**src/design/mcu_cfg_pkg.sv**
```systemverilog
/* Address map and register offsets of the peripherals,
   flash read opcode, default SPI and UART timing */
package mcu_cfg_pkg;

  // Slave select codes in address bits 13:12
  localparam logic [1:0] SLV_SOC   = 2'd0;
  localparam logic [1:0] SLV_UART  = 2'd1;
  localparam logic [1:0] SLV_FLASH = 2'd2;

  // soc_ctrl registers
  localparam logic [11:0] SOC_EXIT_OFS   = 12'h000;
  localparam logic [11:0] SOC_STATUS_OFS = 12'h004;

  // uart_tx registers
  localparam logic [11:0] UART_TXDATA_OFS = 12'h000;

  // spi_flash_ctrl registers
  localparam logic [11:0] FLASH_CMD_OFS    = 12'h000;
  localparam logic [11:0] FLASH_DATA_OFS   = 12'h004;
  localparam logic [11:0] FLASH_STATUS_OFS = 12'h008;

  // Standard serial flash read
  localparam logic [7:0] FLASH_READ_OPCODE = 8'h03;

  // Timing in core cycles
  localparam int DEF_SCK_DIV      = 2;
  localparam int DEF_CLKS_PER_BIT = 16;

endpackage

```
**src/design/mcu_bus_pkg.sv**
```systemverilog
/* APB request and response structs, flash pad bundle
   and the two views of the flash command word */
package mcu_bus_pkg;

  typedef struct packed {
    logic        psel;
    logic        penable;
    logic        pwrite;
    logic [31:0] paddr;
    logic [31:0] pwdata;
  } apb_req_t;

  typedef struct packed {
    logic [31:0] prdata;
    logic        pready;
    logic        pslverr;
  } apb_rsp_t;

  // Controller side of the flash pads
  typedef struct packed {
    logic       csb;
    logic       sck;
    logic [3:0] oe;
    logic [3:0] dout;
  } spi_pad_t;

  typedef struct packed {
    logic [7:0]  opcode;
    logic [23:0] addr;
  } flash_cmd_t;

  // Opcode check on one view, shift register load from the other
  typedef union packed {
    flash_cmd_t  cmd;
    logic [31:0] raw;
  } flash_cmd_u;

endpackage

```
**src/design/apb_periph_demux.sv**
```systemverilog
/* APB address decoder for soc_ctrl, uart_tx and the flash controller,
   with error response for unmapped addresses */
`timescale 1ns/1ns

module apb_periph_demux (
  input  mcu_bus_pkg::apb_req_t req_i,
  output mcu_bus_pkg::apb_rsp_t rsp_o,
  output mcu_bus_pkg::apb_req_t soc_req_o,
  output mcu_bus_pkg::apb_req_t uart_req_o,
  output mcu_bus_pkg::apb_req_t flash_req_o,
  input  mcu_bus_pkg::apb_rsp_t soc_rsp_i,
  input  mcu_bus_pkg::apb_rsp_t uart_rsp_i,
  input  mcu_bus_pkg::apb_rsp_t flash_rsp_i
);

  logic [1:0]            slv;
  logic                  hole;
  mcu_bus_pkg::apb_req_t base;

  assign slv  = req_i.paddr[13:12];
  // Anything above bit 13 is outside the map
  assign hole = |req_i.paddr[31:14];

  // Slaves only see their 12-bit offset
  always_comb begin
    base       = req_i;
    base.paddr = {20'd0, req_i.paddr[11:0]};
  end

  always_comb begin
    soc_req_o        = base;
    uart_req_o       = base;
    flash_req_o      = base;
    soc_req_o.psel   = req_i.psel & ~hole & (slv == mcu_cfg_pkg::SLV_SOC);
    uart_req_o.psel  = req_i.psel & ~hole & (slv == mcu_cfg_pkg::SLV_UART);
    flash_req_o.psel = req_i.psel & ~hole & (slv == mcu_cfg_pkg::SLV_FLASH);
  end

  // Response mux, holes answer at once with an error
  always_comb begin
    rsp_o.prdata  = '0;
    rsp_o.pready  = 1'b1;
    rsp_o.pslverr = 1'b1;
    if (!hole) begin
      case (slv)
        mcu_cfg_pkg::SLV_SOC:   rsp_o = soc_rsp_i;
        mcu_cfg_pkg::SLV_UART:  rsp_o = uart_rsp_i;
        mcu_cfg_pkg::SLV_FLASH: rsp_o = flash_rsp_i;
        default: ;
      endcase
    end
  end

endmodule

```
**config.mk**
```make
export PLATFORM = sky130hd
export DESIGN_NAME = apb_periph_demux
export DESIGN_NICKNAME = d
export VERILOG_FILES = /design/src/design/mcu_cfg_pkg.sv /design/src/design/mcu_bus_pkg.sv /design/src/design/apb_periph_demux.sv
export SDC_FILE = /design/constraint.sdc
export NUM_CORES = 1
export LEC_CHECK = 0
export ABC_AREA = 1
export BUFFER_PORTS_ARGS = -buffer_cell sky130_fd_sc_hd__buf_2
export CAP_MARGIN = 20
export CORE_AREA = 2 2 157 159
export DETAILED_ROUTE_END_ITERATION = 10
export DIE_AREA = 0 0 159 161
export GPL_TIMING_DRIVEN = 0
export SYNTH_ARGS = -nofsm -noshare
export SYNTH_HDL_FRONTEND = slang
export SYNTH_SLANG_ARGS = --single-unit
```
**constraint.sdc**
```tcl
create_clock -name vclk -period 1.2
set_input_delay 0.12 -clock vclk [all_inputs]
set_output_delay 0.12 -clock vclk [all_outputs]
set_load 0.05 [all_outputs]
```
-- Word-level counts from Yosys, hierarchy flattened
Index checks and enable logic that the tools add are counted.
W data, S select, Z words.
- flip-flop bits (word level): 0
- bits in latches: 0
- RAM bits: 0
- memory bits (read-only): 0
- input port bits: 169
- output and inout port bits: 235
- logic and storage cells: 11
- memories: 0
- add/sub/neg operators: 0
- multiply operators: 0
- div/mod/pow operators: 0
- magnitude comparators: 0
- equal/unequal tests: 2
- shifts and indexed selects: 0
- muxes and demuxes: 2
- bitwise operators: 5
- reductions and logical operators: 2
- operator list (kind ; number):
    $pmux W34 S3 ; 1
    $mux W34 ; 1
    $reduce_or A18 Y1 ; 1
    $and A1 B1 Y1 ; 4
    $eq A2 B1 Y1 const B ; 1
    $eq A2 B2 Y1 const B ; 1
    $logic_not A2 Y1 ; 1
    $not A1 Y1 ; 1

-- Longest topological paths before layout
- depth after elaboration: 4
- depth in mapped cells: 7
- depth with buffers taken out: 6

-- Least setup slack after synthesis
OpenSTA, ideal clock, no wires.
- path type: in2out
- start: input port req_i[47] in the netlist's numbering
- end: output port rsp_o[10] in the netlist's numbering
- arrival time: 1.422 ns
- data required time: 1.080 ns
- setup slack: -0.342 ns
- stages on the path: 5
- buffers on the path: 1
- cells stage by stage: or2_1 nor2_4 nand3_4 buf_6 nor2_1
- RTL lines (item ; RTL line ; source):
    start: declaration ; apb_periph_demux.sv:6 ; input mcu_bus_pkg::apb_req_t req_i,
    end: declaration ; apb_periph_demux.sv:7 ; output mcu_bus_pkg::apb_rsp_t rsp_o,

==> key figures <==
Floorplan
  – Starting Density: 10.76%
  – IO Count: 404
  – Die Y: 161 µm
  – Die Wd: 159 µm
  – # rows: 57
  – Die Footprint: 0.02560 mm²
  – Core footprint: 0.02396 mm²

Place
  – DP Wirelength: 11.84 mm
  – Gp weighted congestion: 0.7364
  – Dpl cell area: 0.004796 mm²
  – Input/output buffers: 297

Run status
  – Failing checks: setup timing
  – Outcome: finished with violations

Detailed routing
  – DRT iter0 DRCs: 121
  – Remaining antenna violation count: 0
  – TritonRoute pass-1 iters: 4
  – DR vias/cell: 3.351
  – Detailed Route WL: 14.47 mm
  – # DRC: 0
  – Via count: 3713
  – Post-DR wirelength/cell: 13.06 µm

GRT
  – Initial antenna violation count: 0
  – First-pass GRT wire length: 19.12 mm
  – All-layer global routing usage: 9.593%
  – Vias in the first global route: 3327
  – GRT overflow: 0
  – Largest net degree at the start of global routing: 11

Synthesis
  – Synth cell count leaders: buf_4, nand3_1, nor2_1
  – Mapped Cells: 420
  – Synth warn: 0
  – Mean Syn Cell Area: 6.137 µm²
  – Post-synth top area cell: buf_4
  – Netlist cell types: 17
  – Yosys top cell area share: 58.25%
  – Most frequent cell after synthesis: buf_4
  – Ranking of synthesized cells by area: buf_4, nand3_1, a31oi_1
  – Seq/Total Area, Yosys: 0%
  – Mapped cell area: 0.002577 mm²

Pwr
  – Combinational cell fraction of total power: 100.0%
  – Total Power: 2693 µW
  – Pwr per Cell Area: 482.2 mW/mm²
  – Seq pwr share: 0%
  – Clock share of power: 0%
  – Switching Share: 67.72%
  – Worst IR Drop VDD: 165.5 µV
  – Int Power: 869.5 µW
  – Total leakage power: 0.003107 µW
  – Net Sw Power: 1824 µW

Job
  – Max_cap viols: 0

Min path
  – Worst hold path stage count: 2
  – Hold WC Path Type: in -> out
  – Hold endpoint: uart_req_o[18]
  – Hold path startpoint: req_i[18]

Timing
  – Final hold vios: 0
  – Setup violators final: 37
  – Final Cycle Share: 118.1%
  – Fin. max-slew vios: 0
  – Post-layout min period: 1.417 ns
  – RSZ-0062 raised after global routing: yes
  – Fmax: 705.9 MHz
  – Final WS setup: -0.2166 ns

Final layout
  – Multi-input gate area in the final layout: 0.001483 mm²
  – Layout cells sized above 1: 73.85%
  – Layout Nets: 955
  – Fillcell total: 2703
  – Fin area: 0.005585 mm²
  – FF/Latch Area: 0 µm²
  – Ant. Diodes: 0
  – Layout area overhead: 116.7%
  – Seq cells: 0
  – Clock buffer count: 0

Clock tree
  – Post-CTS Hold Buffers: 0

Worst setup path
  – Crit path capture type: output port
  – CP startpoint kind: primary input
  – Worst path required time: 1.08 ns
  – Crit path max fanout: 8
  – Arrival time at the worst endpoint: 1.30 ns
  – Critical path type: in -> out
## stage by stage
| step | utilization (%) | hold WS [ns] | cells | worst slack (ns) | TNS (ns) |
|---|---|---|---|---|---|
| finish | 23.31 | 0.5415 | 1108 | -0.2166 | -6.935 |
| global route | 23.31 | 0.5434 | 1108 | -0.2483 | -8.123 |
| CTS | 21.35 | 0.5420 | 1104 | -0.2465 | -7.351 |
| detailed placement | 20.01 | 0.5420 | 1100 | -0.6493 | -18.43 |
| global placement | 20.01 | 0.5421 | 1100 | -0.6125 | -17.54 |
| floorplan | - | 0.4071 | 479 | -0.1082 | -3.391 |
## critical path: stages
cell	delay (ns)
buf_6	0.09
or2_4	0.27
nor2_4	0.14
nand3_4	0.08
buf_12	0.16
clkbuf_16	0.18
nor2_4	0.10
buf_8	0.15
## layout by cell type (no fill, tap or decap), types with 2 or more instances in the layout
cell	Yosys	layout
a31oi_1	34	26
a31oi_2	0	7
buf_12	0	4
buf_2	11	262
buf_4	200	204
buf_6	4	26
buf_8	0	24
clkbuf_16	0	3
clkbuf_2	0	2
clkbuf_4	0	3
conb_1	1	60
inv_2	2	2
nand2_1	42	41
nand3_1	66	66
nor2_1	43	8
nor2_4	2	37
o21ai_0	2	2
## kinds of logic after synthesis
family                 count (synthesis)  share of synthesized area (%)
AOI/OAI and AO/OA                     36                          8.641
other                                  1                         0.1455
and+or+nand+nor                      157                          27.48
buffers and inverters                226                          63.74
## power by group through the flow
| stage | clock [µW] | sequential [µW] | combinational [µW] |
|---|---|---|---|
| after floorplan | 0 | 0 | 2070 |
| after global placement | 0 | 0 | 2590 |
| after detailed placement | 0 | 0 | 2600 |
| after CTS | 0 | 0 | 2640 |
| after global routing | 0 | 0 | 2820 |
| final | 0 | 0 | 2690 |
## metal layers
metal  routed length (µm)  global-route usage (%)  up-vias  share of wire (%)
li1                     -                       -     1847                  -
met5                    0                       0        -                  0
met3                 1215                   1.438        4                8.4
met2                 7918                   19.78      248                 55
met4                   98                       0        0               0.68
met1                 5234                   10.91     1614                 36
## repair_timing
| action | CTS | global route |
|---|---|---|
| resized for setup | 96 | 92 |
| hold endpoints to repair | 0 | 0 |
| setup buffers | 4 | 2 |
| pin swaps | 5 | 31 |
| setup endpoints to repair | 37 | 37 |
| cloned | 0 | 3 |
## layout make-up
cell class | instances | area share (%)
Buffer | 223 | 30.98
Inverter | 3 | 0.2464
Timing Repair Buffer | 305 | 34.97
Tap cell | 324 | 7.258
Multi-Input combinational cell | 253 | 26.55
## how the worst max path moves through the flow
stage | start | endpoint | slack, ns
after floorplan | req_i[47] | rsp_o[10] | -0.11
after global placement | req_i[44] | rsp_o[30] | -0.61
final | req_i[46] | rsp_o[22] | -0.22
after detailed placement | req_i[44] | rsp_o[30] | -0.65
after CTS | req_i[47] | rsp_o[31] | -0.25
after global routing | req_i[46] | rsp_o[32] | -0.25
Power figures use the tool's default switching activity.
