==> src/design/mcu_cfg_pkg.sv <==
/* Address map and register offsets of the peripherals,
   flash read opcode, default SPI and UART timing */
package mcu_cfg_pkg;

  // Slave select codes in address bits 13:12
  localparam logic [1:0] SLV_SOC   = 2'd0;
  localparam logic [1:0] SLV_UART  = 2'd1;
  localparam logic [1:0] SLV_FLASH = 2'd2;

  // soc_ctrl registers
  localparam logic [11:0] SOC_EXIT_OFS   = 12'h000;
  localparam logic [11:0] SOC_STATUS_OFS = 12'h004;

  // uart_tx registers
  localparam logic [11:0] UART_TXDATA_OFS = 12'h000;

  // spi_flash_ctrl registers
  localparam logic [11:0] FLASH_CMD_OFS    = 12'h000;
  localparam logic [11:0] FLASH_DATA_OFS   = 12'h004;
  localparam logic [11:0] FLASH_STATUS_OFS = 12'h008;

  // Standard serial flash read
  localparam logic [7:0] FLASH_READ_OPCODE = 8'h03;

  // Timing in core cycles
  localparam int DEF_SCK_DIV      = 2;
  localparam int DEF_CLKS_PER_BIT = 16;

endpackage

==> src/design/mcu_bus_pkg.sv <==
/* APB request and response structs, flash pad bundle
   and the two views of the flash command word */
package mcu_bus_pkg;

  typedef struct packed {
    logic        psel;
    logic        penable;
    logic        pwrite;
    logic [31:0] paddr;
    logic [31:0] pwdata;
  } apb_req_t;

  typedef struct packed {
    logic [31:0] prdata;
    logic        pready;
    logic        pslverr;
  } apb_rsp_t;

  // Controller side of the flash pads
  typedef struct packed {
    logic       csb;
    logic       sck;
    logic [3:0] oe;
    logic [3:0] dout;
  } spi_pad_t;

  typedef struct packed {
    logic [7:0]  opcode;
    logic [23:0] addr;
  } flash_cmd_t;

  // Opcode check on one view, shift register load from the other
  typedef union packed {
    flash_cmd_t  cmd;
    logic [31:0] raw;
  } flash_cmd_u;

endpackage

==> src/design/soc_ctrl.sv <==
/* Exit value register with sticky valid flag,
   read-only status register with fetch enable */
`timescale 1ns/1ns

module soc_ctrl (
  input  logic                  clk_i,
  input  logic                  reset_i,
  input  mcu_bus_pkg::apb_req_t req_i,
  output mcu_bus_pkg::apb_rsp_t rsp_o,
  input  logic                  fetch_enable_i,
  output logic [31:0]           exit_value_o,
  output logic                  exit_valid_o
);

  logic [31:0] exit_q;
  logic        valid_q;
  logic        exit_wr;

  assign exit_wr = req_i.psel & req_i.penable & req_i.pwrite &
                   (req_i.paddr[11:0] == mcu_cfg_pkg::SOC_EXIT_OFS);

  // Valid stays set until reset
  always_ff @(posedge clk_i) begin
    if (reset_i) begin
      valid_q <= 1'b0;
    end else if (exit_wr) begin
      valid_q <= 1'b1;
    end
  end

  always_ff @(posedge clk_i) begin
    if (exit_wr) begin
      exit_q <= req_i.pwdata;
    end
  end

  always_comb begin
    rsp_o.prdata  = '0;
    rsp_o.pready  = 1'b1;
    rsp_o.pslverr = 1'b0;
    case (req_i.paddr[11:0])
      mcu_cfg_pkg::SOC_EXIT_OFS:   rsp_o.prdata = exit_q;
      mcu_cfg_pkg::SOC_STATUS_OFS: begin
        rsp_o.prdata  = {31'd0, fetch_enable_i};
        rsp_o.pslverr = req_i.pwrite;
      end
      default: rsp_o.pslverr = 1'b1;
    endcase
  end

  assign exit_value_o = exit_q;
  assign exit_valid_o = valid_q;

endmodule

==> config.mk <==
export PLATFORM = sky130hd
export DESIGN_NAME = soc_ctrl
export DESIGN_NICKNAME = d
export VERILOG_FILES = /design/src/design/mcu_cfg_pkg.sv /design/src/design/mcu_bus_pkg.sv /design/src/design/soc_ctrl.sv
export SDC_FILE = /design/constraint.sdc
export NUM_CORES = 1
export LEC_CHECK = 0
export ABC_AREA = 1
export BUFFER_PORTS_ARGS = -buffer_cell sky130_fd_sc_hd__buf_2
export CORE_UTILIZATION = 29
export CTS_BUF_LIST = sky130_fd_sc_hd__clkbuf_8
export CTS_CLUSTER_SIZE = 12
export DETAILED_ROUTE_END_ITERATION = 8
export MAX_ROUTING_LAYER = met4
export PLACE_DENSITY = 0.67
export SYNTH_ARGS = -nofsm -noshare
export SYNTH_HDL_FRONTEND = slang
export SYNTH_SLANG_ARGS = --single-unit
==> constraint.sdc <==
create_clock -name clk_i -period 2.1 [get_ports clk_i]
set_clock_uncertainty 0.15 [all_clocks]
set_input_delay 0.21 -clock clk_i [delete_from_list [all_inputs] [get_ports clk_i]]
set_output_delay 0.21 -clock clk_i [all_outputs]
set_load 0.05 [all_outputs]
; ---- After elaboration in Yosys (flattened, before gate mapping)
; Cells that the tools add are included.
[classes]
n_eq_ne = 1
mux = 2
bitwise_logic = 3
n_reduce_logical = 1
[ops]
columns = cell, n
row1 = one-hot mux 32 bit (2 select lines), 1
row2 = "equality test 12 x 3 -> 1 bit, second input constant", 1
row3 = logical NOT 12 bit, 1
row4 = bitwise AND 1 bit, 3
row5 = one-hot mux 1 bit (2 select lines), 1
[word_totals]
register_bits = 33
out_inout_bits = 67
wordCells = 9

; ---- Logic depth before layout (Yosys ltp)
; Gate-level depths: netlist of the first run.
[logic_depth]
ltp_word = 3
depth_mapped = 6
ltp_nobuf = 6

; ---- Worst setup path before layout of the first run
; Ideal clock, no wire load.
[synth_timing]
path_kind = input -> register
from = in req_i[43] (netlist bit)
to = reg exit_q[0], in the netlist exit_value_o[0], enable pin
arrival_time_ns = 1.281
t_required_ns = 1.563
slack_ns = 0.283
cell_stages = 5
path_buffers = 0
path_cell_list = nor2_1 > nand2_1 > nor2_4 > nand3_1 > inv_1
[synth_via]
elab_chain_len = 2
[synth_lines]
columns = element, line
row1 = "start, declared", soc_ctrl.sv:8  ; input mcu_bus_pkg::apb_req_t req_i,
row2 = logical NOT 12 bit, soc_ctrl.sv:20  ; (req_i.paddr[11:0] == mcu_cfg_pkg::SOC_EXIT_OFS);
row3 = bitwise AND 1 bit, soc_ctrl.sv:19  ; assign exit_wr = req_i.psel & req_i.penable & req_i.pwrite &
row4 = via exit_wr, soc_ctrl.sv:17  ; logic exit_wr;
row5 = "end signal, assigned", soc_ctrl.sv:33  ; exit_q <= req_i.pwdata;
row6 = "end, declared", soc_ctrl.sv:15  ; logic [31:0] exit_q;
; The timed path passes the listed nets, and every way through them passes these cells.
; A chain may end at the register's enable or synchronous reset.

==> metrics.csv, run 1 <==
metric;value;unit
status;complete, no violations;
core area;4690;sq um
CP Launch Point;req_i[43];
ys flop type;edfxtp_1;
syn_area_per_cell;11.2;sq um
Wirelength per Cell;10.1;microns
share of the clock period used by the worst path;0.831;
LEAKAGE;1.32;nW
Slew Viols, Final;0;
Initial Utilization;0.301;
Num CTS Buffers;5;
WP data arrival;1.39;ns
Gates resized, CTS repair;0;
cts-stage hold buffer count;33;
post-CTS setup buffer count;0;
Crit path largest cell delay;0.29;ns
Iter 0 DRT Violations;35;
dpl ws;0.360;ns
number of synthesized register bits;33;
Seq pwr share;0.520;
final net count;349;
post-synthesis sequential area ratio;0.696;
IO Pins;137;
area leader, netlist;edfxtp_1;
first-pass GRT wire length;5150;microns
initial antenna violation count;0;
# DRC;0;
Tmin final;1.75;ns
Multi-input gate area;256;sq um
slowest CP cell;buf_2;
vias in the first global route;1206;
Filler cells;415;
die outline height;71.7;microns
synthesized net count;196;
Synth Instances;126;
dpl hpwl;2360;microns
ant diodes;0;
count leader, synth;inv_1;
Syn. warnings;0;
Startpoint Class;input port;
root buffer cell;clkbuf_8;
Combinational Power Share;0.075;
Sinks on Clock Net;33;
FMAX;573;MHz
Vias per Instance;3.97;
critical path capture point type;output port;
final wirelength;3360;microns
Pint;1.14;mW
CTS tree;built;
switch share;0.177;
RD Place Congestion;0.703;
die area;5150;sq um
largest net degree at the start of global routing;32;
top cells by area, synth;edfxtp_1, inv_1, nor2_1, nor2_2, buf_6;
worst min path class;in2reg;
final setup fails;0;
Hold Startpoint;req_i[65];
met1 Use GR;0.136;
fraction of registers with async set/reset;0;
setup slack after layout;0.354;ns
worst path cell trace;buf_2, nor2_1, nand2_1, nor2_4, nand2_4, nor2_1, buf_2;
Worst-Skew Late Latency;0.27;ns
Routed Antenna Nets;0;
drt first pass iters;2;
vias;1325;
maxcap violations;0;
CP required;1.74;ns
critical path class;in2out;
post-synthesis cell type count;15;
Clock transition at path regs;0.06;ns
layout cells sized above 1;0.482;
critical path peak fanout;31;
number of synthesized flops with an enable pin;32;
met2 layer usage reported by global route;0.246;
Clk network pwr share;0.405;
most common library cells after synthesis;inv_1, edfxtp_1, nor2_1;
RSZ-0062 raised after global routing;no;
Psw;0.245;mW
register area;981;sq um
GR peak layer;met2;
Total GRT Usage;0.135;
Synth Cell Area;1410;sq um
VDD IR max;382;uV
Setup TNS;0;ns
Final Hold Fails;0;
FF-to-FF Start;exit_valid_o;
H-tree levels;2;
site row count;25;
Die Span X;71.7;microns
I/O Buffers;115;
Overflow after GRT;0;
Layout area overhead;74.7;%
CTS Buffer Depth;2;
pwr dens;563;nW/um^2
top-area cell type share of the netlist area;0.681;
fin util;0.525;
GR Util met3;0.0394;
==> sequential cells by signal, summed over array words and instances, names as in the netlist <==
register,count
exit_value_o,32
exit_valid_o,1
==> routing by layer <==
metal	vias up	wire (microns)	share of wire
met5	-	0	0
met4	0	42	0.013
met1	575	1320	0.39
met3	4	233	0.069
li1	679	-	-
met2	67	1760	0.52
==> layout make-up <==
type                            instances  area share
Multi-Input combinational cell         54       0.104
Inverter                               35      0.0533
Tap cell                               54      0.0274
Timing Repair Buffer                  150       0.374
Clock inverter                          3      0.0152
Sequential cell                        33       0.398
Clock buffer                            5      0.0279
==> critical path: cells and delay by family <==
family	cells	cell delay (ns)
AND/OR/NAND/NOR	5	0.78
buffers and inverters	2	0.38
==> through the flow <==
stage                     total power [mW]  hold WS (ns)  area (sq um)  std cells
after floorplan                      0.748         0.129          1410        126
after global placement               0.790         0.217          2030        293
after detailed placement             0.793         0.221          2030        293
after CTS                             1.41         0.151          2460        334
after global routing                  1.44         0.204          2460        334
final                                 1.39         0.153          2460        334
==> power by group through the flow <==
| stage | Combinational, mW | Clock [mW] | Sequential (mW) |
|---|---|---|---|
| final | 0.104 | 0.561 | 0.721 |
| after global placement | 0.0546 | 0 | 0.735 |
| after detailed placement | 0.0578 | 0 | 0.735 |
| after global routing | 0.113 | 0.610 | 0.720 |
| after floorplan | 0.0127 | 0 | 0.736 |
| after CTS | 0.105 | 0.583 | 0.721 |
==> kinds of logic (layout without fill, tap and decap cells) <==
kind of cell	after synthesis	in the layout	synth area share
AOI/OAI and AO/OA	1	1	0.00355
other	1	1	0.00266
buffers and inverters	39	193	0.122
DFF	33	33	0.696
and+or+nand+nor	52	52	0.176
==> path summary, 6_finish.rpt <==
| kind | to | slack [ns] | cells past startpoint |
|---|---|---|---|
| min reg2reg | exit_valid_o | 0.29 | 2 |
| max | rsp_o[3] | 0.35 | 7 |
| min | exit_valid_o | 0.15 | 5 |
| max reg2reg | exit_valid_o | 1.41 | 2 |
==> cell usage in the layout, fill, tap and decap left out <==
| master | synthesis | layout |
|---|---|---|
| nor3_1 | 1 | 1 |
| a21oi_1 | 1 | 1 |
| inv_1 | 35 | 36 |
| nor2_2 | 9 | 9 |
| bufinv_16 | 0 | 1 |
| nand2_1 | 7 | 7 |
| dlygate4sd3_1 | 0 | 33 |
| nor2_1 | 28 | 28 |
| buf_2 | 0 | 115 |
| clkinv_1 | 0 | 1 |
| buf_4 | 1 | 2 |
| nor2_4 | 2 | 2 |
| clkbuf_8 | 0 | 5 |
| nand2_4 | 1 | 1 |
| and2_1 | 1 | 1 |
| conb_1 | 1 | 1 |
| nand3_1 | 3 | 3 |
| edfxtp_1 | 32 | 32 |
| dfxtp_1 | 1 | 1 |
Power figures use the tool's default switching activity.
==> run 2, diff against run 1 <==
PLACE_DENSITY = 0.69   (was 0.67)
clock period = 1.53 ns   (was 2.1 ns; I/O delays follow)
==> metrics.csv, run 2 (synthesis results as in run 1) <==
metric;value;unit;change
root buffer cell;clkbuf_8;;
Setup TNS;0;ns;unchanged
Clock transition at path regs;0.06;ns;about the same
CTS tree;built;;
Area after DPL;2160;sq um;+6.7%
final net count;353;;+1.1%
CTS Buffer Depth;2;;unchanged
H-tree levels;2;;unchanged
Startpoint Class;input port;;
core area;4690;sq um;unchanged
# DRC;0;;unchanged
VDD IR max;640;uV;+68%
LEAKAGE;1.33;nW;+0.86%
worst min path class;in2reg;;
pwr dens;710;nW/um^2;+26%
Initial Utilization;0.301;;unchanged
critical path capture point type;output port;;
max FFs per register;32;;unchanged
dpl hpwl;2520;microns;+6.7%
Slew Viols, Final;0;;unchanged
Worst-Skew Late Latency;0.27;ns;about the same
site row count;25;;unchanged
commonest non-fill, non-tap cell in the layout;buf_2;;
status;complete, no violations;;
Total GRT Usage;0.142;;+0.00690
Crit path largest cell delay;0.23;ns;-0.06 ns
IO Pins;137;;unchanged
critical path peak fanout;16;;-48%
Routed Antenna Nets;0;;unchanged
final setup fails;0;;unchanged
Sinks on Clock Net;33;;unchanged
drt first pass iters;4;;+2
I/O Buffers;115;;unchanged
critical path class;in2out;;
most frequent cells in the layout;buf_2, inv_1, dlygate4sd3_1;;
Die Span X;71.7;microns;unchanged
Iter 0 DRT Violations;42;;+20%
post-CTS setup buffer count;0;;unchanged
die outline height;71.7;microns;unchanged
vias in the first global route;1252;;+3.8%
Filler cells;401;;-3.4%
maxcap violations;0;;unchanged
slowest CP cell;clkbuf_4;;
die area;5150;sq um;unchanged
vias;1361;;+2.7%
Vias per Instance;4.03;;+1.5%
FMAX;666;MHz;
Tmin final;1.50;ns;
worst path cell trace;buf_2, nor2_1, nand2_1, nor2_4, nand2_4, buf_12, nor2_2, clkbuf_4;;
CP required;1.23;ns;-0.51 ns
Num CTS Buffers;5;;unchanged
RD Place Congestion;0.636;;-9.6%
Overflow after GRT;0;;unchanged
initial antenna violation count;0;;unchanged
Wirelength per Cell;10.6;microns;+5.8%
final wirelength;3600;microns;+7.1%
Reg2Reg Setup Slack;0.84;ns;-0.57 ns
Final Hold Fails;0;;unchanged
share of the clock period used by the worst path;0.982;;
post-route cell area;2690;sq um;+9.1%
Layout area overhead;90.6;%;
WP data arrival;1.20;ns;-0.19 ns
Worst Hold Slack;0.262;ns;+0.109 ns
first-pass GRT wire length;5330;microns;+3.5%
largest net degree at the start of global routing;19;;-41%
ant diodes;0;;unchanged
layout cells sized above 1;0.570;;+0.0883
==> run 2: changes by cell type in the layout (fill, tap and decap cells not counted) <==
cell / previous run / this run
buf_2: 115 / 84
and2_1: 1 / 0
buf_6: 0 / 2
clkinvlp_4: 0 / 1
nor2_1: 28 / 7
inv_1: 36 / 35
clkbuf_4: 0 / 9
buf_4: 2 / 22
nor2_2: 9 / 30
and2_4: 0 / 1
buf_12: 0 / 4
==> run 2: stage by stage <==
step | util | setup WS (ns) | cells | power, mW
after CTS | 0.554 | 0.00106 | 338 | 1.93
after floorplan | - | 0.0206 | 126 | 1.03
final | 0.573 | 0.0279 | 338 | 1.91
after global routing | 0.573 | -0.0202 | 338 | 1.98
after global placement | 0.461 | -0.00138 | 297 | 1.08
after detailed placement | 0.461 | -0.0289 | 297 | 1.09
==> run 2: final timing paths <==
kind                start            to  depth (start not counted)
max reg2reg  exit_valid_o  exit_valid_o                          2
min             req_i[65]  exit_valid_o                          6
min reg2reg  exit_valid_o  exit_valid_o                          2
max             req_i[41]     rsp_o[20]                          8
==> run 2: critical path, delay by kind of cell <==
kind | cells | cell delay, ns
AND/OR/NAND/NOR | 5 | 0.55
buffers and inverters | 3 | 0.49
==> run 2: layout make-up <==
| cell class | count | area [sq um] | area share |
|---|---|---|---|
| Clock inverter | 3 | 37.5 | 0.0140 |
| Multi-Input combinational cell | 54 | 312 | 0.116 |
| Sequential cell | 33 | 981 | 0.365 |
| Inverter | 35 | 135 | 0.0503 |
| Clock buffer | 5 | 68.8 | 0.0256 |
| Tap cell | 54 | 67.6 | 0.0251 |
| Timing Repair Buffer | 154 | 1090 | 0.404 |
==> run 2: routing by layer <==
layer | GRT usage | vias to the layer above | part of all wire
li1 | - | 689 | -
met1 | 0.132 | 599 | 0.37
met2 | 0.261 | 66 | 0.55
met3 | 0.0492 | 7 | 0.069
met4 | 0.0632 | 0 | 0.018
met5 | - | - | 0
==> run 2: power breakdown <==
group,switching [mW],internal (mW)
registers,0.0000205,0.990
logic,0.0410,0.103
clock network,0.300,0.474
==> run 2: what timing repair did <==
item | 4_1_cts | 5_1_grt
hold buffers | 33 | 0
setup endpoints to repair | 0 | 31
endpoints found under the hold margin | 33 | 0
gates resized for setup | 0 | 56
