File: src/design/mcu_cfg_pkg.sv
/* Address map and register offsets of the peripherals,
   flash read opcode, default SPI and UART timing */
package mcu_cfg_pkg;

  // Slave select codes in address bits 13:12
  localparam logic [1:0] SLV_SOC   = 2'd0;
  localparam logic [1:0] SLV_UART  = 2'd1;
  localparam logic [1:0] SLV_FLASH = 2'd2;

  // soc_ctrl registers
  localparam logic [11:0] SOC_EXIT_OFS   = 12'h000;
  localparam logic [11:0] SOC_STATUS_OFS = 12'h004;

  // uart_tx registers
  localparam logic [11:0] UART_TXDATA_OFS = 12'h000;

  // spi_flash_ctrl registers
  localparam logic [11:0] FLASH_CMD_OFS    = 12'h000;
  localparam logic [11:0] FLASH_DATA_OFS   = 12'h004;
  localparam logic [11:0] FLASH_STATUS_OFS = 12'h008;

  // Standard serial flash read
  localparam logic [7:0] FLASH_READ_OPCODE = 8'h03;

  // Timing in core cycles
  localparam int DEF_SCK_DIV      = 2;
  localparam int DEF_CLKS_PER_BIT = 16;

endpackage

File: src/design/mcu_bus_pkg.sv
/* APB request and response structs, flash pad bundle
   and the two views of the flash command word */
package mcu_bus_pkg;

  typedef struct packed {
    logic        psel;
    logic        penable;
    logic        pwrite;
    logic [31:0] paddr;
    logic [31:0] pwdata;
  } apb_req_t;

  typedef struct packed {
    logic [31:0] prdata;
    logic        pready;
    logic        pslverr;
  } apb_rsp_t;

  // Controller side of the flash pads
  typedef struct packed {
    logic       csb;
    logic       sck;
    logic [3:0] oe;
    logic [3:0] dout;
  } spi_pad_t;

  typedef struct packed {
    logic [7:0]  opcode;
    logic [23:0] addr;
  } flash_cmd_t;

  // Opcode check on one view, shift register load from the other
  typedef union packed {
    flash_cmd_t  cmd;
    logic [31:0] raw;
  } flash_cmd_u;

endpackage

File: src/design/spi_flash_ctrl.sv
/* SPI flash read engine programmed over APB, mode 0,
   32 command and address bits out on io0, 32 data bits in on io1 */
`timescale 1ns/1ns

module spi_flash_ctrl #(
  parameter int SCK_DIV = 2
) (
  input  logic                  clk_i,
  input  logic                  reset_i,
  input  mcu_bus_pkg::apb_req_t req_i,
  output mcu_bus_pkg::apb_rsp_t rsp_o,
  output mcu_bus_pkg::spi_pad_t pad_o,
  input  logic [3:0]            di_i
);

  localparam int DW = $clog2(SCK_DIV + 1);

  mcu_bus_pkg::flash_cmd_u wcmd;

  logic          cmd_wr;
  logic          cmd_err;
  logic          start;
  logic          busy_q;
  logic          done_q;
  logic          csb_q;
  logic          phase_q;
  logic          samp_q;
  logic [DW-1:0] div_q;
  logic [5:0]    bit_q;
  logic [31:0]   tx_q;
  logic [31:0]   rx_q;
  logic [31:0]   rx_next;
  logic [31:0]   data_q;
  logic          tick;
  logic          rise;
  logic          fall;
  logic          last;

  assign wcmd.raw = req_i.pwdata;
  assign cmd_wr   = req_i.psel & req_i.penable & req_i.pwrite &
                    (req_i.paddr[11:0] == mcu_cfg_pkg::FLASH_CMD_OFS);
  assign cmd_err  = busy_q | (wcmd.cmd.opcode != mcu_cfg_pkg::FLASH_READ_OPCODE);
  assign start    = cmd_wr & ~cmd_err;

  // SCK edge strobes
  assign tick = busy_q & (div_q == DW'(SCK_DIV - 1));
  assign rise = tick & ~phase_q;
  assign fall = tick & phase_q;
  assign last = fall & (bit_q == 6'd63);

  // io1 arrives through the pad capture register, so sample a cycle late
  assign rx_next = samp_q ? {rx_q[30:0], di_i[1]} : rx_q;

  always_ff @(posedge clk_i) begin
    if (reset_i) begin
      busy_q  <= 1'b0;
      done_q  <= 1'b0;
      csb_q   <= 1'b1;
      phase_q <= 1'b0;
      samp_q  <= 1'b0;
      div_q   <= '0;
      bit_q   <= '0;
    end else begin
      samp_q <= rise;
      if (start) begin
        busy_q  <= 1'b1;
        done_q  <= 1'b0;
        csb_q   <= 1'b0;
        phase_q <= 1'b0;
        div_q   <= '0;
        bit_q   <= '0;
      end else if (busy_q) begin
        div_q <= tick ? '0 : div_q + DW'(1);
        if (tick) begin
          phase_q <= ~phase_q;
        end
        // One bit per falling edge
        if (fall) begin
          bit_q <= bit_q + 6'd1;
        end
        if (last) begin
          busy_q <= 1'b0;
          done_q <= 1'b1;
          csb_q  <= 1'b1;
        end
      end
    end
  end

  always_ff @(posedge clk_i) begin
    rx_q <= rx_next;
    if (start) begin
      tx_q <= wcmd.raw;
    end else if (fall) begin
      tx_q <= {tx_q[30:0], 1'b0};
    end
    if (last) begin
      data_q <= rx_next;
    end
  end

  // io0 driven only during the command bits
  always_comb begin
    pad_o.csb  = csb_q;
    pad_o.sck  = phase_q;
    pad_o.oe   = {3'b000, busy_q & ~bit_q[5]};
    pad_o.dout = {3'b000, tx_q[31]};
  end

  always_comb begin
    rsp_o.prdata  = '0;
    rsp_o.pready  = 1'b1;
    rsp_o.pslverr = 1'b0;
    case (req_i.paddr[11:0])
      mcu_cfg_pkg::FLASH_CMD_OFS: rsp_o.pslverr = req_i.pwrite & cmd_err;
      mcu_cfg_pkg::FLASH_DATA_OFS: begin
        rsp_o.prdata  = data_q;
        rsp_o.pslverr = req_i.pwrite;
      end
      mcu_cfg_pkg::FLASH_STATUS_OFS: begin
        rsp_o.prdata  = {30'd0, done_q, busy_q};
        rsp_o.pslverr = req_i.pwrite;
      end
      default: rsp_o.pslverr = 1'b1;
    endcase
  end

endmodule

File: config.mk
export PLATFORM = sky130hd
export DESIGN_NAME = spi_flash_ctrl
export DESIGN_NICKNAME = d
export VERILOG_FILES = /design/src/design/mcu_cfg_pkg.sv /design/src/design/mcu_bus_pkg.sv /design/src/design/spi_flash_ctrl.sv
export SDC_FILE = /design/constraint.sdc
export NUM_CORES = 1
export LEC_CHECK = 0
export ABC_AREA = 1
export BUFFER_PORTS_ARGS = -buffer_cell sky130_fd_sc_hd__buf_4
export CAP_MARGIN = 0
export CORE_MARGIN = 4
export CORE_UTILIZATION = 32
export CTS_CLUSTER_DIAMETER = 200
export DETAILED_ROUTE_END_ITERATION = 6
export PLACE_DENSITY = 0.61
export RECOVER_POWER = 25
export SYNTH_ARGS = -nofsm -noshare
export SYNTH_HDL_FRONTEND = slang
export SYNTH_SLANG_ARGS = --single-unit
File: constraint.sdc
create_clock -name clk_i -period 3.55 [get_ports clk_i]
set_input_delay 0.1775 -clock clk_i [delete_from_list [all_inputs] [get_ports clk_i]]
set_output_delay 0.1775 -clock clk_i [all_outputs]
set_load 0.01 [all_outputs]
* Word-level counts from Yosys, hierarchy flattened
Cells that the tools add are included.
** Word-level totals
- Flip-flop bits (word level) :: 109
- Word-level logic and storage cells :: 53
** Cells by class
- $add $sub $neg :: 2
- Eq/ne operators :: 5
- Mux-type cells :: 12
- Bitwise logic cells :: 14
- Reduce and logical (&&, ||, !) cells :: 10
** Operators with widths (number)
- two-way mux 32 bit :: 3
- one-hot mux 32 bit (2 select lines) :: 1
- == test 12 x 3 -> 1 bit, second input constant :: 1
- == test 12 x 4 -> 1 bit, second input constant :: 1
- logical NOT 12 bit :: 1
- bitwise AND 1 bit :: 10
- inequality test 8 x 2 -> 1 bit, second input constant :: 1
- AND reduction 2 bit :: 4
- adder 6 x 1 -> 6 bit, second input constant :: 1
- == test 6 bit, second input constant :: 1
- two-way mux 1 bit :: 6
- nonzero test 2 bit :: 3
- OR reduction 2 bit :: 2
- NOT 1 bit :: 3
- adder 2 x 1 -> 2 bit, second input constant :: 1
- == test 2 x 1 -> 1 bit, second input constant :: 1
- two-way mux 2 bit :: 1
- one-hot mux 1 bit (2 select lines) :: 1
- bitwise OR 1 bit :: 1

* Depth between registers and ports, before layout
- Depth after elaboration :: 7
- Mapped depth :: 9
- Gate-level depth less buffers :: 8

* Least setup slack after synthesis
No wires, ideal clock.
- Path type :: reg-to-reg
- Start :: reg bit_q[0]
- End :: reg data_q[0] (enable)
- Setup time :: 0.424 ns
- Data arrival time :: 2.208 ns
- Required time :: 3.126 ns
- Setup slack :: 0.918 ns
- Stages on the path, launching flop included :: 6
- Path buffers :: 0
- Period minus slack after synthesis :: 2.632 ns
- Cells stage by stage :: dfxtp_1 ha_1 nand2_1 nor2_1 nand3_1 nor2_1
** Between the ends
- Longest elaborated chain between the ends :: 2
** RTL lines
- from (decl) :: RTL line spi_flash_ctrl.sv:29 : logic [5:0] bit_q;
- from (signal assigned) :: RTL line spi_flash_ctrl.sv:79 : bit_q <= bit_q + 6'd1;
- == test 6 bit :: RTL line spi_flash_ctrl.sv:49 : assign last = fall & (bit_q == 6'd63);
- bitwise AND 1 bit :: RTL line spi_flash_ctrl.sv:49
- named net last :: RTL line spi_flash_ctrl.sv:37 : logic last;
- to (signal assigned) :: RTL line spi_flash_ctrl.sv:98 : data_q <= rx_next;
- to (decl) :: RTL line spi_flash_ctrl.sv:33 : logic [31:0] data_q;
The timed path passes the listed nets, and every way through them passes these cells.
A chain may end at the register's enable or synchronous reset.

* Worst setup path in the final report
- Start :: reg busy_q
- End :: reg tx_q[29] (enable)
** Between the ends
- Longest elaborated chain between the ends :: 4
- Elaborated cells between the ends (all ways) :: 6
** RTL lines
- from (decl) :: RTL line spi_flash_ctrl.sv:23 : logic busy_q;
- from (signal assigned) :: RTL line spi_flash_ctrl.sv:56 : busy_q <= 1'b0;
- from (signal assigned) :: RTL line spi_flash_ctrl.sv:66 : busy_q <= 1'b1;
- from (signal assigned) :: RTL line spi_flash_ctrl.sv:82 : busy_q <= 1'b0;
- bitwise OR 1 bit :: RTL line spi_flash_ctrl.sv:42 : assign cmd_err = busy_q | (wcmd.cmd.opcode != mcu_cfg_pkg::FLASH_READ_OPCODE);
- NOT 1 bit :: RTL line spi_flash_ctrl.sv:43 : assign start = cmd_wr & ~cmd_err;
- bitwise AND 1 bit :: RTL line spi_flash_ctrl.sv:43
- nonzero test 2 bit (no source line) (*)
- to (signal assigned) :: RTL line spi_flash_ctrl.sv:93 : tx_q <= wcmd.raw;
- to (signal assigned) :: RTL line spi_flash_ctrl.sv:95 : tx_q <= {tx_q[30:0], 1'b0};
- to (decl) :: RTL line spi_flash_ctrl.sv:30 : logic [31:0] tx_q;
Mark *: on every way between the ends. The rest lies on a longest branch, timed or not.

==> impl_metrics.csv <==
group,metric,value,unit
floorplan,io_pins,117,
cts,cts_max_path_buffers,2,
drt,drc,0,
floorplan,die_w,126.2,um
timing,rsz0062_at_grt,"false",
global_routing,grt_pass1_wl,14.06,mm
setup_path,crit_type,"flop to flop",
final_layout,fill_cells,1347,
timing,hold_viol_final,0,
power_and_ir_drop,p_sw,0.4863,mW
drt,wl_per_cell,11.75,um
yosys,yosysWarnings,0,
drt,avgViaCountPerCell,4.155,
global_routing,global_route.usage.total,10.69,%
setup_path,path_max_fanout,27,
yosys,yosysTopAreaCell,"edfxtp_1",
timing,clock_skew,6.335,ps
global_routing,grt_start_max_net_pins,63,
cts,cts_tree,"yes",
global_routing,antenna_found_initial,0,
yosys,synth.top_cell.area_share,43.00,%
yosys,postSynthCellCount,481,
drt,antenna_left,0,
setup_path,cpMaxStageDelayCell,"nand2_1",
power_and_ir_drop,power_frac_comb,3.5,%
placement,portBuffers,86,
setup_path,worstPathRequired,3640,ps
yosys,synth_area_per_cell,9.292,um2
cts,cts_setup_buffers,0,
global_routing,met1_usage,14.66,%
min_path,hold_path.class,"input port to flop",
timing,finalCritPeriodShare,71.73,%
cts,clk_latency,340,ps
setup_path,cp.arrival,2640,ps
drt,firstDrtPassIters,4,
setup_path,r2r.worst_path.cells,6,
power_and_ir_drop,power_leakage,2.474,nW
cts,cts_resized,0,
final_layout,multi_input_area,1191,um2
power_and_ir_drop,p_int,1.874,mW
drt,drt_iter0_markers,153,
global_routing,busiest_layer,"met2",
setup_path,r2r_slack,1000,ps
yosys,synth_area,4469,um2
power_and_ir_drop,cellPowerDensity,433.1,nW/um2
yosys,ys_seq_elements,109,
setup_path,crit_family,"simple AND/OR/NAND/NOR gates",
setup_path,path_buf_inv,1,
cts,cts_root_buffer,"clkbuf_16",
placement,gp_congestion,0.8091,
drt,wl,8.705,mm
setup_path,start_kind,"flop",
placement,dp_hpwl,6.053,mm
setup_path,cp_slowest_stage_delay,650,ps
setup_path,cp_cell_sequence,"nor2_1 -> nand3_1 -> nor2_1 -> nand2_1 -> nand2_1 -> buf_12",
min_path,worstHoldStart,"reset_i",
setup_path,reg2reg_from,"busy_q",
floorplan,dieArea,15920,um2
min_path,hold_depth,2,
yosys,synth.distinct_cells,28,
cts,cts_buffers,9,
global_routing,grt_use_met2,16.74,%
power_and_ir_drop,pwr-share-clk,39.2,%
timing,worst_pin_slew,1797,ps
yosys,synthTopCellsByArea,"edfxtp_1 43%, dfxtp_1 20%, nand2_1 9.4%",
final_layout,drive_above_1_share,19.12,%
cts,clock_sink_count,109,
global_routing,grt_pass1_vias,2979,
setup_path,crit_cells,6,
timing,fmaxAchievable,392.7,MHz
outcome,outcome,"complete, but fails checks",
drt,via_count,3079,
floorplan,core_area,13450,um2
setup_path,end_kind,"flop",
setup_path,crit_path_start,"busy_q",
cts,clk_pin_slew,70,ps
timing,setup_viol,0,
timing,fin_tns_setup,0,ps
timing,holdWs,21.57,ps
job,cap_viol_max_count,1,
final_layout,area_growth_syn_to_layout,21.95,%
final_layout,seqCellArea,2823,um2
cts,htreeDepth,3,
timing,maxSlewViolCount,63,
floorplan,row_count,42,
yosys,yosysSeqAreaShare,63.16,%
power_and_ir_drop,seq_power_share,57.3,%
power_and_ir_drop,peakVddDrop,0.0003195,V
cts,hold_buffers,0,
power_and_ir_drop,swShare,20.60,%
final_layout,antenna_cells,0,
global_routing,use_met3,3.472,%
floorplan,initial_utilization,33.22,%
final_layout,layout.nets,634,
global_routing,grt_overflow,0,
timing,slew_headroom,-19.98,%
floorplan,die_h,126.2,um
outcome,violations,"capacitance limit, slew limit",
timing,min_period,2546,ps
## cell usage in the layout, fill, tap and decap left out
master,instances
a21oi_1,15
buf_12,1
buf_4,83
clkbuf_1,7
clkbuf_16,9
clkinvlp_4,2
conb_1,7
dfxtp_1,45
edfxtp_1,64
ha_1,1
inv_1,77
inv_6,2
mux2_2,2
nand2_1,116
nand2_2,1
nand3_1,13
nand3_2,1
nand3b_1,1
nand4_1,1
nor2_1,82
nor2_2,2
nor2_4,3
nor3_1,3
o21ai_0,20
o21bai_1,1
or2_2,2
xnor2_1,2
xor2_1,2
## kinds of logic (layout without fill, tap and decap cells)
family	Yosys count	after routing	synth area share, %
AO/OA/AOI/OAI	36	36	4.087
XOR/XNOR	4	4	0.7840
adder cells (fa/ha/maj)	1	1	0.2799
buffers and inverters	102	181	10.44
flip-flops	109	109	63.16
multiplexers	2	2	0.5039
other	2	7	0.1680
AND/OR/NAND/NOR	225	225	20.58
## final timing paths
check | end
worst max-delay path | tx_q[29]
worst min-delay path | busy_q
worst max register to register | tx_q[29]
worst min register to register | rx_q[30]
## power groups by stage
| stage | Sequential [mW] | Combinational [mW] | Clock, mW |
|---|---|---|---|
| floorplan | 1.38 | 0.0366 | 0 |
| global route | 1.36 | 0.0925 | 1.01 |
| CTS | 1.35 | 0.0828 | 0.955 |
| detailed placement | 1.38 | 0.0823 | 0 |
| finish | 1.35 | 0.0821 | 0.925 |
| global placement | 1.38 | 0.0792 | 0 |
## cells in the mapped netlist
library cell and count:
a21oi_1 15, buf_2 3, buf_4 10, buf_6 3
clkbuf_1 7, clkbuf_8 2, conb_1 2, dfxtp_1 45
edfxtp_1 64, ha_1 1, inv_1 77, mux2_2 2
nand2_1 112, nand2_2 4, nand2_4 1, nand3_1 13
nand3_2 1, nand3b_1 1, nand4_1 1, nor2_1 83
nor2_2 2, nor2_4 2, nor3_1 3, o21ai_0 20
o21bai_1 1, or2_2 2, xnor2_1 2, xor2_1 2
## per-stage QoR
step	total power [mW]	instances	utilization, %	worst slack [ps]	instance area, um2
after CTS	2.391	741	40.75	1405	5482
after floorplan	1.417	486	-	917.6	4488
final	2.360	741	40.51	1004	5450
after detailed placement	1.465	725	38.75	1319	5213
after global placement	1.461	725	38.75	1326	5213
after global routing	2.458	741	40.51	732.4	5450
## routing by layer
layer | routed length, um | vias to the layer above | share of wire, %
li1 | - | 1628 | -
met1 | 4180 | 1357 | 48
met2 | 3864 | 90 | 44
met3 | 614 | 4 | 7.1
met5 | 0 | - | 0
met4 | 46 | 0 | 0.53
## flip-flops by register name (all words and copies together) (netlist names)
| signal | count |
|---|---|
| bit_q | 6 |
| busy_q | 1 |
| csb_q | 1 |
| data_q | 32 |
| div_q | 2 |
| done_q | 1 |
| phase_q | 1 |
| rx_q | 32 |
| samp_q | 1 |
| tx_q | 32 |
## area by class of cell
class,instances,area share [%]
inverter,77,5.303
sequential,109,51.79
timing repair buffer,88,12.08
multi-input combinational,275,21.85
tap,176,4.040
clock buffer,12,4.339
clock inverter,4,0.5969
Note: power is estimated with default switching activity, not from simulation.
